==> src/design/arith_pkg.sv <==
// Arithmetic unit package
// Opcode, funct and ALU function encodings plus the structs that carry
// requests, decoded operations and results through the pipeline

package arith_pkg;

    localparam int XLEN      = 32;
    localparam int DEF_TAG_W = 5;  // Destination tag width carried in every struct

    // Major opcodes handled by the unit
    typedef enum logic [6:0] {
        OPC_OP_IMM = 7'b0010011,
        OPC_OP     = 7'b0110011,
        OPC_LUI    = 7'b0110111,
        OPC_AUIPC  = 7'b0010111,
        OPC_JAL    = 7'b1101111,
        OPC_JALR   = 7'b1100111
    } opcode_e;

    // Shared by the OP and OP-IMM groups
    localparam logic [2:0] F3_ADD_SUB = 3'b000;
    localparam logic [2:0] F3_SLL     = 3'b001;
    localparam logic [2:0] F3_SLT     = 3'b010;
    localparam logic [2:0] F3_SLTU    = 3'b011;
    localparam logic [2:0] F3_XOR     = 3'b100;
    localparam logic [2:0] F3_SR      = 3'b101;
    localparam logic [2:0] F3_OR      = 3'b110;
    localparam logic [2:0] F3_AND     = 3'b111;
    localparam logic [2:0] F3_JALR    = 3'b000;

    localparam logic [6:0] F7_BASE = 7'b0000000;  // ADD, SRL and all other base forms
    localparam logic [6:0] F7_ALT  = 7'b0100000;  // SUB and SRA

    typedef enum logic [3:0] {
        ALU_ADD  = 4'd0,
        ALU_SUB  = 4'd1,
        ALU_SLL  = 4'd2,
        ALU_SLT  = 4'd3,
        ALU_SLTU = 4'd4,
        ALU_XOR  = 4'd5,
        ALU_SRL  = 4'd6,
        ALU_SRA  = 4'd7,
        ALU_OR   = 4'd8,
        ALU_AND  = 4'd9,
        ALU_PASS = 4'd10  // Result is operand 2
    } alu_func_e;

    typedef struct packed {
        logic [XLEN-1:0]      pc;
        logic [31:0]          inst;
        logic [XLEN-1:0]      rs1_value;
        logic [XLEN-1:0]      rs2_value;
        logic [DEF_TAG_W-1:0] tag;
    } arith_req_t;

    typedef struct packed {
        alu_func_e            func;
        logic [XLEN-1:0]      op1;
        logic [XLEN-1:0]      op2;
        logic                 illegal;
        logic [DEF_TAG_W-1:0] tag;
    } arith_op_t;

    typedef struct packed {
        logic [XLEN-1:0]      value;
        logic                 illegal;
        logic [DEF_TAG_W-1:0] tag;
    } arith_wb_t;

endpackage

==> src/design/arith_decode.sv <==
// Arithmetic unit decode
// Picks the ALU function and both operands for OP, OP-IMM, LUI, AUIPC,
// JAL and JALR, and flags every other encoding as illegal

`timescale 1ns/10ps

module arith_decode (
    input  arith_pkg::arith_req_t req_i,
    output arith_pkg::arith_op_t  op_o
);
    import arith_pkg::*;

    logic [6:0]      opcode;
    logic [2:0]      funct3;
    logic [6:0]      funct7;
    logic [XLEN-1:0] imm_i;
    logic [XLEN-1:0] imm_u;
    logic [XLEN-1:0] shamt_imm;
    logic [XLEN-1:0] shamt_reg;

    alu_func_e       func;
    logic [XLEN-1:0] op1;
    logic [XLEN-1:0] op2;
    logic            bad;

    assign opcode = req_i.inst[6:0];
    assign funct3 = req_i.inst[14:12];
    assign funct7 = req_i.inst[31:25];

    assign imm_i     = {{20{req_i.inst[31]}}, req_i.inst[31:20]};
    assign imm_u     = {req_i.inst[31:12], 12'b0};
    assign shamt_imm = {27'b0, req_i.inst[24:20]};
    assign shamt_reg = {27'b0, req_i.rs2_value[4:0]};  // Only the low five bits of rs2 shift

    always_comb begin
        func = ALU_PASS;
        op1  = req_i.rs1_value;
        op2  = '0;
        bad  = 1'b0;

        case (opcode)
            OPC_OP_IMM: begin
                op2 = imm_i;  // Set-less-than compares against the full immediate
                case (funct3)
                    F3_ADD_SUB: func = ALU_ADD;
                    F3_SLT:     func = ALU_SLT;
                    F3_SLTU:    func = ALU_SLTU;
                    F3_XOR:     func = ALU_XOR;
                    F3_OR:      func = ALU_OR;
                    F3_AND:     func = ALU_AND;
                    F3_SLL: begin
                        func = ALU_SLL;
                        op2  = shamt_imm;
                        bad  = (funct7 != F7_BASE);
                    end
                    F3_SR: begin
                        op2 = shamt_imm;
                        if (funct7 == F7_BASE) begin
                            func = ALU_SRL;
                        end else if (funct7 == F7_ALT) begin
                            func = ALU_SRA;
                        end else begin
                            bad = 1'b1;
                        end
                    end
                    default: bad = 1'b1;
                endcase
            end
            OPC_OP: begin
                op2 = req_i.rs2_value;
                // SUB and SRA are the only forms with the alternate funct7
                case (funct3)
                    F3_ADD_SUB: begin
                        if (funct7 == F7_BASE) begin
                            func = ALU_ADD;
                        end else if (funct7 == F7_ALT) begin
                            func = ALU_SUB;
                        end else begin
                            bad = 1'b1;
                        end
                    end
                    F3_SR: begin
                        op2 = shamt_reg;
                        if (funct7 == F7_BASE) begin
                            func = ALU_SRL;
                        end else if (funct7 == F7_ALT) begin
                            func = ALU_SRA;
                        end else begin
                            bad = 1'b1;
                        end
                    end
                    F3_SLL: begin
                        func = ALU_SLL;
                        op2  = shamt_reg;
                        bad  = (funct7 != F7_BASE);
                    end
                    F3_SLT:  func = ALU_SLT;
                    F3_SLTU: func = ALU_SLTU;
                    F3_XOR:  func = ALU_XOR;
                    F3_OR:   func = ALU_OR;
                    F3_AND:  func = ALU_AND;
                    default: bad = 1'b1;
                endcase
                if (funct3 != F3_ADD_SUB && funct3 != F3_SR && funct7 != F7_BASE) begin
                    bad = 1'b1;
                end
            end
            OPC_LUI: begin
                func = ALU_PASS;
                op2  = imm_u;
            end
            OPC_AUIPC: begin
                func = ALU_ADD;
                op1  = req_i.pc;
                op2  = imm_u;
            end
            OPC_JAL: begin
                func = ALU_ADD;  // Link address only, the target is formed elsewhere
                op1  = req_i.pc;
                op2  = 32'd4;
            end
            OPC_JALR: begin
                func = ALU_ADD;
                op1  = req_i.pc;
                op2  = 32'd4;
                bad  = (funct3 != F3_JALR);
            end
            default: bad = 1'b1;
        endcase
    end

    // An illegal encoding leaves as PASS of zero so the ALU result is clean
    assign op_o.func    = bad ? ALU_PASS : func;
    assign op_o.op1     = bad ? '0 : op1;
    assign op_o.op2     = bad ? '0 : op2;
    assign op_o.illegal = bad;
    assign op_o.tag     = req_i.tag;

endmodule

==> src/design/arith_alu.sv <==
// Arithmetic unit execute stage
// Computes the writeback value of one decoded operation in a single
// combinational pass

`timescale 1ns/10ps

module arith_alu (
    input  arith_pkg::arith_op_t op_i,
    output arith_pkg::arith_wb_t wb_o
);
    import arith_pkg::*;

    logic [XLEN-1:0] op1;
    logic [XLEN-1:0] op2;
    logic [4:0]      shamt;
    logic [XLEN-1:0] sum;
    logic [XLEN-1:0] diff;
    logic            lt_signed;
    logic            lt_unsigned;
    logic [XLEN-1:0] result;

    assign op1   = op_i.op1;
    assign op2   = op_i.op2;
    assign shamt = op2[4:0];

    assign sum  = op1 + op2;
    assign diff = op1 - op2;

    assign lt_signed   = $signed(op1) < $signed(op2);
    assign lt_unsigned = op1 < op2;

    always_comb begin
        case (op_i.func)
            ALU_ADD: begin
                result = sum;
            end
            ALU_SUB: begin
                result = diff;
            end
            ALU_SLL: begin
                result = op1 << shamt;
            end
            ALU_SLT: begin
                result = {31'b0, lt_signed};
            end
            ALU_SLTU: begin
                result = {31'b0, lt_unsigned};
            end
            ALU_XOR: begin
                result = op1 ^ op2;
            end
            ALU_SRL: begin
                result = op1 >> shamt;
            end
            ALU_SRA: begin
                result = $unsigned($signed(op1) >>> shamt);  // Sign bit fills from the left
            end
            ALU_OR: begin
                result = op1 | op2;
            end
            ALU_AND: begin
                result = op1 & op2;
            end
            ALU_PASS: begin
                result = op2;
            end
            default: begin
                result = '0;
            end
        endcase
    end

    // Illegal operations always write zero
    assign wb_o.value   = op_i.illegal ? '0 : result;
    assign wb_o.illegal = op_i.illegal;
    assign wb_o.tag     = op_i.tag;

endmodule

==> src/design/arith_stage.sv <==
// Pipeline register slice
// Holds one payload with its valid bit between two valid/ready ports
// and accepts a new entry in the same cycle the old one leaves

`timescale 1ns/10ps

module arith_stage #(
    parameter type payload_t = logic [31:0]
) (
    input  logic     clk_i,
    input  logic     rst_n_i,

    input  logic     in_valid_i,
    output logic     in_ready_o,
    input  payload_t in_data_i,

    output logic     out_valid_o,
    input  logic     out_ready_i,
    output payload_t out_data_o
);

    logic     valid_q;
    payload_t data_q;

    // Free when empty or when the current entry drains this cycle
    assign in_ready_o = !valid_q || out_ready_i;

    always_ff @(posedge clk_i) begin
        if (!rst_n_i) begin
            valid_q <= 1'b0;
        end else if (in_ready_o) begin
            valid_q <= in_valid_i;
        end
    end

    always_ff @(posedge clk_i) begin
        if (in_ready_o && in_valid_i) begin
            data_q <= in_data_i;  // Held unchanged while the consumer stalls
        end
    end

    assign out_valid_o = valid_q;
    assign out_data_o  = data_q;

endmodule

==> src/design/arith_unit.sv <==
// RV32I integer arithmetic unit
// Decode and operation register, then ALU and result register, giving
// a two cycle latency at one request per cycle

`timescale 1ns/10ps

module arith_unit #(
    parameter int TAG_W = arith_pkg::DEF_TAG_W
) (
    input  logic                  clk_i,
    input  logic                  rst_n_i,

    input  logic                  req_valid_i,
    output logic                  req_ready_o,
    input  arith_pkg::arith_req_t req_i,

    output logic                  wb_valid_o,
    input  logic                  wb_ready_i,
    output arith_pkg::arith_wb_t  wb_o
);
    import arith_pkg::*;

    // The structs fix the tag width, so the top parameter has to agree
    if (TAG_W != DEF_TAG_W) begin : g_tag_w_check
        $error("TAG_W must equal arith_pkg::DEF_TAG_W");
    end

    arith_op_t op_d;
    arith_op_t op_q;
    logic      op_valid;
    logic      op_ready;
    arith_wb_t wb_d;

    arith_decode u_decode (
        .req_i (req_i),
        .op_o  (op_d)
    );

    arith_stage #(
        .payload_t (arith_op_t)
    ) u_op_stage (
        .clk_i       (clk_i),
        .rst_n_i     (rst_n_i),
        .in_valid_i  (req_valid_i),
        .in_ready_o  (req_ready_o),
        .in_data_i   (op_d),
        .out_valid_o (op_valid),
        .out_ready_i (op_ready),
        .out_data_o  (op_q)
    );

    arith_alu u_alu (
        .op_i (op_q),
        .wb_o (wb_d)
    );

    arith_stage #(
        .payload_t (arith_wb_t)
    ) u_wb_stage (
        .clk_i       (clk_i),
        .rst_n_i     (rst_n_i),
        .in_valid_i  (op_valid),
        .in_ready_o  (op_ready),
        .in_data_i   (wb_d),
        .out_valid_o (wb_valid_o),
        .out_ready_i (wb_ready_i),
        .out_data_o  (wb_o)
    );

endmodule

==> config.mk <==
export PLATFORM = sky130hd
export DESIGN_NAME = arith_unit
export DESIGN_NICKNAME = d
export VERILOG_FILES = /design/src/design/arith_pkg.sv /design/src/design/arith_decode.sv /design/src/design/arith_alu.sv /design/src/design/arith_stage.sv /design/src/design/arith_unit.sv
export SDC_FILE = /design/constraint.sdc
export NUM_CORES = 1
export LEC_CHECK = 0
export BUFFER_PORTS_ARGS = -buffer_cell sky130_fd_sc_hd__buf_2
export CAP_MARGIN = 0
export CORE_MARGIN = 5
export CORE_UTILIZATION = 30
export CTS_CLUSTER_SIZE = 8
export DETAILED_ROUTE_END_ITERATION = 16
export PLACE_DENSITY = 0.57
export SKIP_CTS_REPAIR_TIMING = 1
export SLEW_MARGIN = 20
export SYNTH_ARGS = -nofsm -noshare
export SYNTH_HDL_FRONTEND = slang
export SYNTH_SLANG_ARGS = --single-unit
==> constraint.sdc <==
create_clock -name clk_i -period 4.1 [get_ports clk_i]
set_input_delay 0.82 -clock clk_i [delete_from_list [all_inputs] [get_ports clk_i]]
set_output_delay 0.82 -clock clk_i [all_outputs]
set_load 0.01 [all_outputs]
==> impl_metrics.tcl, run 1 <==
set metrics [dict create \
    htreeDepth 4 \
    setup_tns_ps 0 \
    avgSynthCellArea_um2 7.72 \
    synth-seq-cells 114 \
    outcome "completed" \
    drc 0 \
    setup_viol 0 \
    antenna_found_initial 1 \
    path_max_fanout 5 \
    p_int_mw 2.64 \
    diodes 0 \
    setup_slack_ps 148 \
    crit_type "flip-flop to flip-flop" \
    fmax_mhz 253 \
    cts_tree "yes" \
    synth_cell_types 78 \
    powerDensity_mw_per_mm2 265 \
    postRouteAntennaNets 0 \
    hold_viol 0 \
    fillers 4734 \
    io_pins 177 \
    netlist_instances 1743 \
    max_cap_viol_count 0 \
    root_buffer "clkbuf_16" \
    rrSetupSlack_ps 150 \
    multi_input_area_mm2 0.00919 \
    wl_mm 65.7 \
    p_seq_frac 0.334 \
    hold_ws_ps 426 \
    clockBufferDepth 2 \
    drt_iter0_drc 1646 \
    cpPeakStageDelay_ps 510 \
    finalClockSkew_ps 35.1 \
    path_clk_slew_ps 90 \
    drive_gt1_frac 0.192 \
    die_y_um 222 \
    start_util 0.304 \
    area_growth_pct 18.4 \
    period_needed_ps 3950 \
    vias 15116 \
    cp_slowest_cell "a21oi_1" \
    required_ps 4250 \
    post-place-ws_ps 196 \
    grt_max_degree 86 \
    synth_edf_count 112 \
    synth_ff_type "edfxtp_1" \
    synthTopCellsByArea "edfxtp_1 25%, ha_1 9.0%, a21oi_1 7.2%" \
    grt_usage 0.257 \
    yosysWarnings 0 \
    cts.sinks 114 \
    ys_seq_area_frac 0.253 \
    synthArstFlopShare 0 \
    grt_pass1_vias 14698 \
    rsz0062_at_grt "no" \
    syn_nets 1979 \
    port_buffers 171 \
    slew_headroom 0.357 \
    yosysMostFrequentCell "nor2_1" \
    switching_share 0.374 \
    combPwrFrac 0.303 \
    yosysTopAreaCellShare 0.250 \
    grt_pass1_wl_mm 96.4 \
    die_area_mm2 0.0492 \
    synth_top_area_cell "edfxtp_1" \
    core_mm2 0.0443 \
    vias_per_cell 6.03 \
    worstMarginPinSlew_ps 965 \
    numCtsBuffers 17 \
    report.final.slew_viol_count 0 \
    wl_per_cell_um 26.2 \
    drt_pre_antenna_iters 6 \
    clkPwrFrac 0.362 \
    dpl-instance-area_mm2 0.0153 \
    worst-endpoint-arrival_ps 4110 \
    grt.overflow.total 0 \
    cp_common_cell "a21oi_1" \
    min_path_type "flip-flop to flip-flop" \
    syn_area_mm2 0.0135 \
    cp.buffers_inverters 3 \
    crit_family "compound AO/OA/AOI/OAI gates" \
    regArea_mm2 0.00340 \
    fin_area_mm2 0.0159 \
    p_sw_mw 1.58 \
    hpwl_mm 52.2 \
    ir_drop_mv 0.284 \
    nets 2136 \
    leakage_nw 6.37 \
    synth_top_cells_by_count "206 x nor2_1, 204 x nand2_1, 193 x a21oi_1, 123 x o21ai_0, 112 x edfxtp_1" \
    num_rows 77 \
    place_congestion 1.06 \
    post-route-period-util 0.964 \
    startpoint_type "flip-flop" \
    end_kind "flip-flop" \
    die_w_um 222 \
    crit_chain "inv_1, ha_1, inv_1, fa_1, nand2b_1, nand3_1, a21oi_1, o41ai_2, buf_4, a21oi_1, o21ai_0, a31oi_1, nor2_1, o21ai_0, a21oi_1" \
    clkLatencyLatePin_ps 470 \
]
[cell usage in the layout (no fill, tap or decap), types with 8 or more instances in the layout]
cell type / netlist / final
nor2_1: 206 / 204
nand2_1: 204 / 203
a21oi_1: 193 / 192
buf_2: 16 / 171
o21ai_0: 123 / 123
edfxtp_1: 112 / 112
inv_1: 100 / 99
ha_1: 97 / 97
buf_4: 3 / 96
mux2i_1: 62 / 62
nor3_1: 40 / 39
a221oi_1: 38 / 38
o211ai_1: 28 / 28
o22ai_1: 28 / 28
mux4_2: 26 / 26
nand3_1: 23 / 23
a31oi_1: 22 / 22
a22oi_1: 21 / 21
nor4_1: 21 / 20
a211oi_1: 19 / 18
a21o_1: 18 / 17
clkbuf_16: 0 / 17
o21bai_1: 15 / 15
nor2b_1: 15 / 14
nand4_1: 12 / 12
nand2b_1: 12 / 12
a221o_1: 12 / 12
o21a_1: 10 / 10
o221ai_1: 10 / 10
mux2_2: 10 / 10
or3_1: 9 / 9
or2_2: 8 / 8
[power groups by stage]
stage | sequential, mW | combinational [mW] | clock, mW
after floorplan | 1.41 | 0.758 | 0
after global placement | 1.43 | 1.23 | 0
after detailed placement | 1.43 | 1.24 | 0
after CTS | 1.41 | 1.25 | 1.55
after global routing | 1.41 | 1.37 | 1.61
final | 1.41 | 1.28 | 1.53
[metrics by stage]
step	std cells	util	power (mW)
6_report	2505	0.359	4.22
3_5_place_dp	2473	0.346	2.67
5_1_grt	2505	0.359	4.39
4_1_cts	2505	0.359	4.20
3_3_place_gp	2473	0.346	2.67
2_1_floorplan	1743	-	2.17
[worst paths after layout]
kind | from | end | cells past startpoint
worst max-delay path | u_op_stage.out_data_o[38] | u_wb_stage.out_data_o[32] | 15
worst min-delay path | u_op_stage.out_data_o[0] | u_wb_stage.out_data_o[0] | 0
worst max register to register | u_op_stage.out_data_o[38] | u_wb_stage.out_data_o[32] | 15
worst min register to register | u_op_stage.out_data_o[0] | u_wb_stage.out_data_o[0] | 0
[area by class of cell]
type | count | area share
flip-flops and latches | 114 | 0.214
clock inverters | 15 | 0.00919
multi-input cells | 1394 | 0.577
clock buffers | 17 | 0.0267
repair buffers | 270 | 0.103
well taps | 592 | 0.0465
inverters | 103 | 0.0243
[layer usage]
layer / track usage / up-vias / wire (µm) / share of wire
met1: 0.349 / 7249 / 28000 / 0.43
met5: 0 / - / 8 / 0.00012
met4: 0.107 / 2 / 3060 / 0.047
met3: 0.0458 / 159 / 5510 / 0.084
li1: - / 6794 / - / -
met2: 0.403 / 912 / 29100 / 0.44
[state kept, by name (all words and copies together), names as in the netlist]
register,count
u_op_stage.out_valid_o,1
u_op_stage.out_data_o,74
u_wb_stage.out_valid_o,1
u_wb_stage.out_data_o,38
[kinds of logic after synthesis]
logic type | count (synthesis) | share of synthesized area
flops | 114 | 0.253
buf+inv | 235 | 0.0684
xor+xnor | 8 | 0.00521
simple gates | 576 | 0.187
compound gates | 613 | 0.295
fa+ha+maj | 99 | 0.0932
mux | 98 | 0.0980
[worst register-to-register path: stages, from the launching register on]
cell	delay (ps)
edfxtp_1	470
inv_1	120
ha_1	190
inv_1	60
fa_1	410
nand2b_1	140
nand3_1	100
a21oi_1	340
o41ai_2	100
buf_4	170
a21oi_1	510
o21ai_0	400
a31oi_1	260
nor2_1	50
o21ai_0	220
a21oi_1	100
(Power assumes the default switching activity.)
==> inputs of run 2 (changes only) <==
--- a/config.mk
+++ b/config.mk
@@ -7,11 +7,13 @@
 export LEC_CHECK = 0
 export BUFFER_PORTS_ARGS = -buffer_cell sky130_fd_sc_hd__buf_2
 export CAP_MARGIN = 0
+export CELL_PAD_IN_SITES_DETAIL_PLACEMENT = 0
+export CELL_PAD_IN_SITES_GLOBAL_PLACEMENT = 1
 export CORE_MARGIN = 5
 export CORE_UTILIZATION = 30
 export CTS_CLUSTER_SIZE = 8
 export DETAILED_ROUTE_END_ITERATION = 16
-export PLACE_DENSITY = 0.57
+export PLACE_DENSITY = 0.7
 export SKIP_CTS_REPAIR_TIMING = 1
 export SLEW_MARGIN = 20
 export SYNTH_ARGS = -nofsm -noshare
==> impl_metrics.tcl, run 2 (synthesis gave the netlist of run 1 again) <==
set metrics [dict create \
    largest_reg_flops 74 \
    min_path_type "flip-flop to flip-flop" \
    wl_per_cell_um 26.3 \
    min_from "u_op_stage.out_data_o[4]" \
    combPwrFrac 0.304 \
    powerDensity_mw_per_mm2 269 \
    setup_viol 0 \
    outcome "completed" \
    core_mm2 0.0443 \
    start_util 0.304 \
    max_cap_viol_count 0 \
    port_buffers 171 \
    num_rows 77 \
    die_area_mm2 0.0492 \
    root_buffer "clkbuf_16" \
    post-place-cells 2484 \
    clkPwrFrac 0.372 \
    wl_mm 66.2 \
    startpoint_type "flip-flop" \
    grt.overflow.total 0 \
    path_max_fanout 3 \
    post-route-period-util 0.941 \
    worst-endpoint-arrival_ps 4090 \
    report.final.slew_viol_count 0 \
    crit_start "u_op_stage.out_data_o[6]" \
    final_util 0.362 \
    crit_type "flip-flop to flip-flop" \
    finalClockSkew_ps 20.6 \
    switching_share 0.346 \
    grt_pass1_wl_mm 95.3 \
    clockBufferDepth 2 \
    required_ps 4330 \
    htreeDepth 4 \
    p_seq_frac 0.325 \
    clkLatencyLatePin_ps 480 \
    post-place-ws_ps 402 \
    dpl-instance-area_mm2 0.0154 \
    slew_headroom 0.347 \
    nets 2148 \
    numCtsBuffers 17 \
    rsz0062_at_grt "no" \
    final_cells 2517 \
    cts_tree "yes" \
    drive_gt1_frac 0.196 \
    grt_usage 0.258 \
    grt_pass1_vias 13946 \
    grt_max_degree 83 \
    hold_ws_ps 416 \
    diodes 0 \
    p_sw_mw 1.50 \
    drt_pre_antenna_iters 7 \
    fin_area_mm2 0.0161 \
    io_pins 177 \
    final_cell_mix "203 x nand2_1, 202 x nor2_1, 193 x a21oi_1, 171 x buf_2, 123 x o21ai_0" \
    total_power_mw 4.32 \
    reg2reg_from "u_op_stage.out_data_o[6]" \
    hpwl_mm 53.2 \
    postRouteAntennaNets 0 \
    cts.sinks 114 \
    fmax_mhz 259 \
    drc 0 \
    leakage_nw 6.44 \
    worstMarginPinSlew_ps 974 \
    hold_viol 0 \
    vias 14895 \
    layout_commonest_cell "nand2_1" \
    period_needed_ps 3860 \
    setup_tns_ps 0 \
    antenna_found_initial 2 \
    setup_slack_ps 243 \
    vias_per_cell 5.92 \
    drt_iter0_drc 1747 \
    area_growth_pct 19.3 \
    path_clk_slew_ps 70 \
    die_y_um 222 \
    ir_drop_mv 0.247 \
    p_int_mw 2.82 \
    end_kind "flip-flop" \
    die_w_um 222 \
    place_congestion 1.03 \
]
[run 2: cell count changes in the layout (fill, tap and decap cells not counted), sizes merged]
cell,change
buf,+12
bufinv,+2
clkbuf,+7
clkinv,-7
clkinvlp,+3
inv,-5
[run 2: worst max-delay path, stage by stage, from the launching register on]
cell       delay (ps)
edfxtp_1          480
ha_1              280
fa_1              280
a21o_1            160
nand4_1           120
a31oi_1           450
o2111ai_1         310
a21oi_1           280
o21ai_0           180
a2111oi_0         720
o21ai_0           170
nand3b_1          120
a21oi_1            60
[run 2: power groups by stage]
stage               clock, mW  combinational, mW  sequential (mW)
floorplan                   0              0.758             1.41
global placement            0               1.28             1.42
detailed placement          0               1.27             1.42
CTS                      1.64               1.28             1.40
global route             1.68               1.40             1.40
finish                   1.61               1.31             1.40
[run 2: routing by layer]
| layer | routed length [µm] | part of all wire | vias to the layer above | track usage |
|---|---|---|---|---|
| met5 | 0 | 0 | - | 0 |
| met4 | 3720 | 0.056 | 0 | 0.128 |
| met3 | 4710 | 0.071 | 133 | 0.0432 |
| met2 | 29400 | 0.44 | 774 | 0.402 |
| met1 | 28300 | 0.43 | 7178 | 0.346 |
| li1 | - | - | 6810 | - |
[run 2: area by class of cell]
cell class | instances | area [µm²]
Fill cell | 4767 | 28300
Multi-Input combinational cell | 1394 | 9180
Sequential cell | 114 | 3400
Timing Repair Buffer | 282 | 1730
Tap cell | 592 | 741
Clock buffer | 24 | 492
Inverter | 103 | 387
Clock inverter | 8 | 126
[run 2: final timing paths]
| path | end | slack, ps | cells past startpoint |
|---|---|---|---|
| worst max-delay path | u_wb_stage.out_data_o[36] | 240 | 12 |
| worst max register to register | u_wb_stage.out_data_o[36] | 240 | 12 |
| worst min-delay path | u_wb_stage.out_data_o[4] | 420 | 0 |
| worst min register to register | u_wb_stage.out_data_o[4] | 420 | 0 |
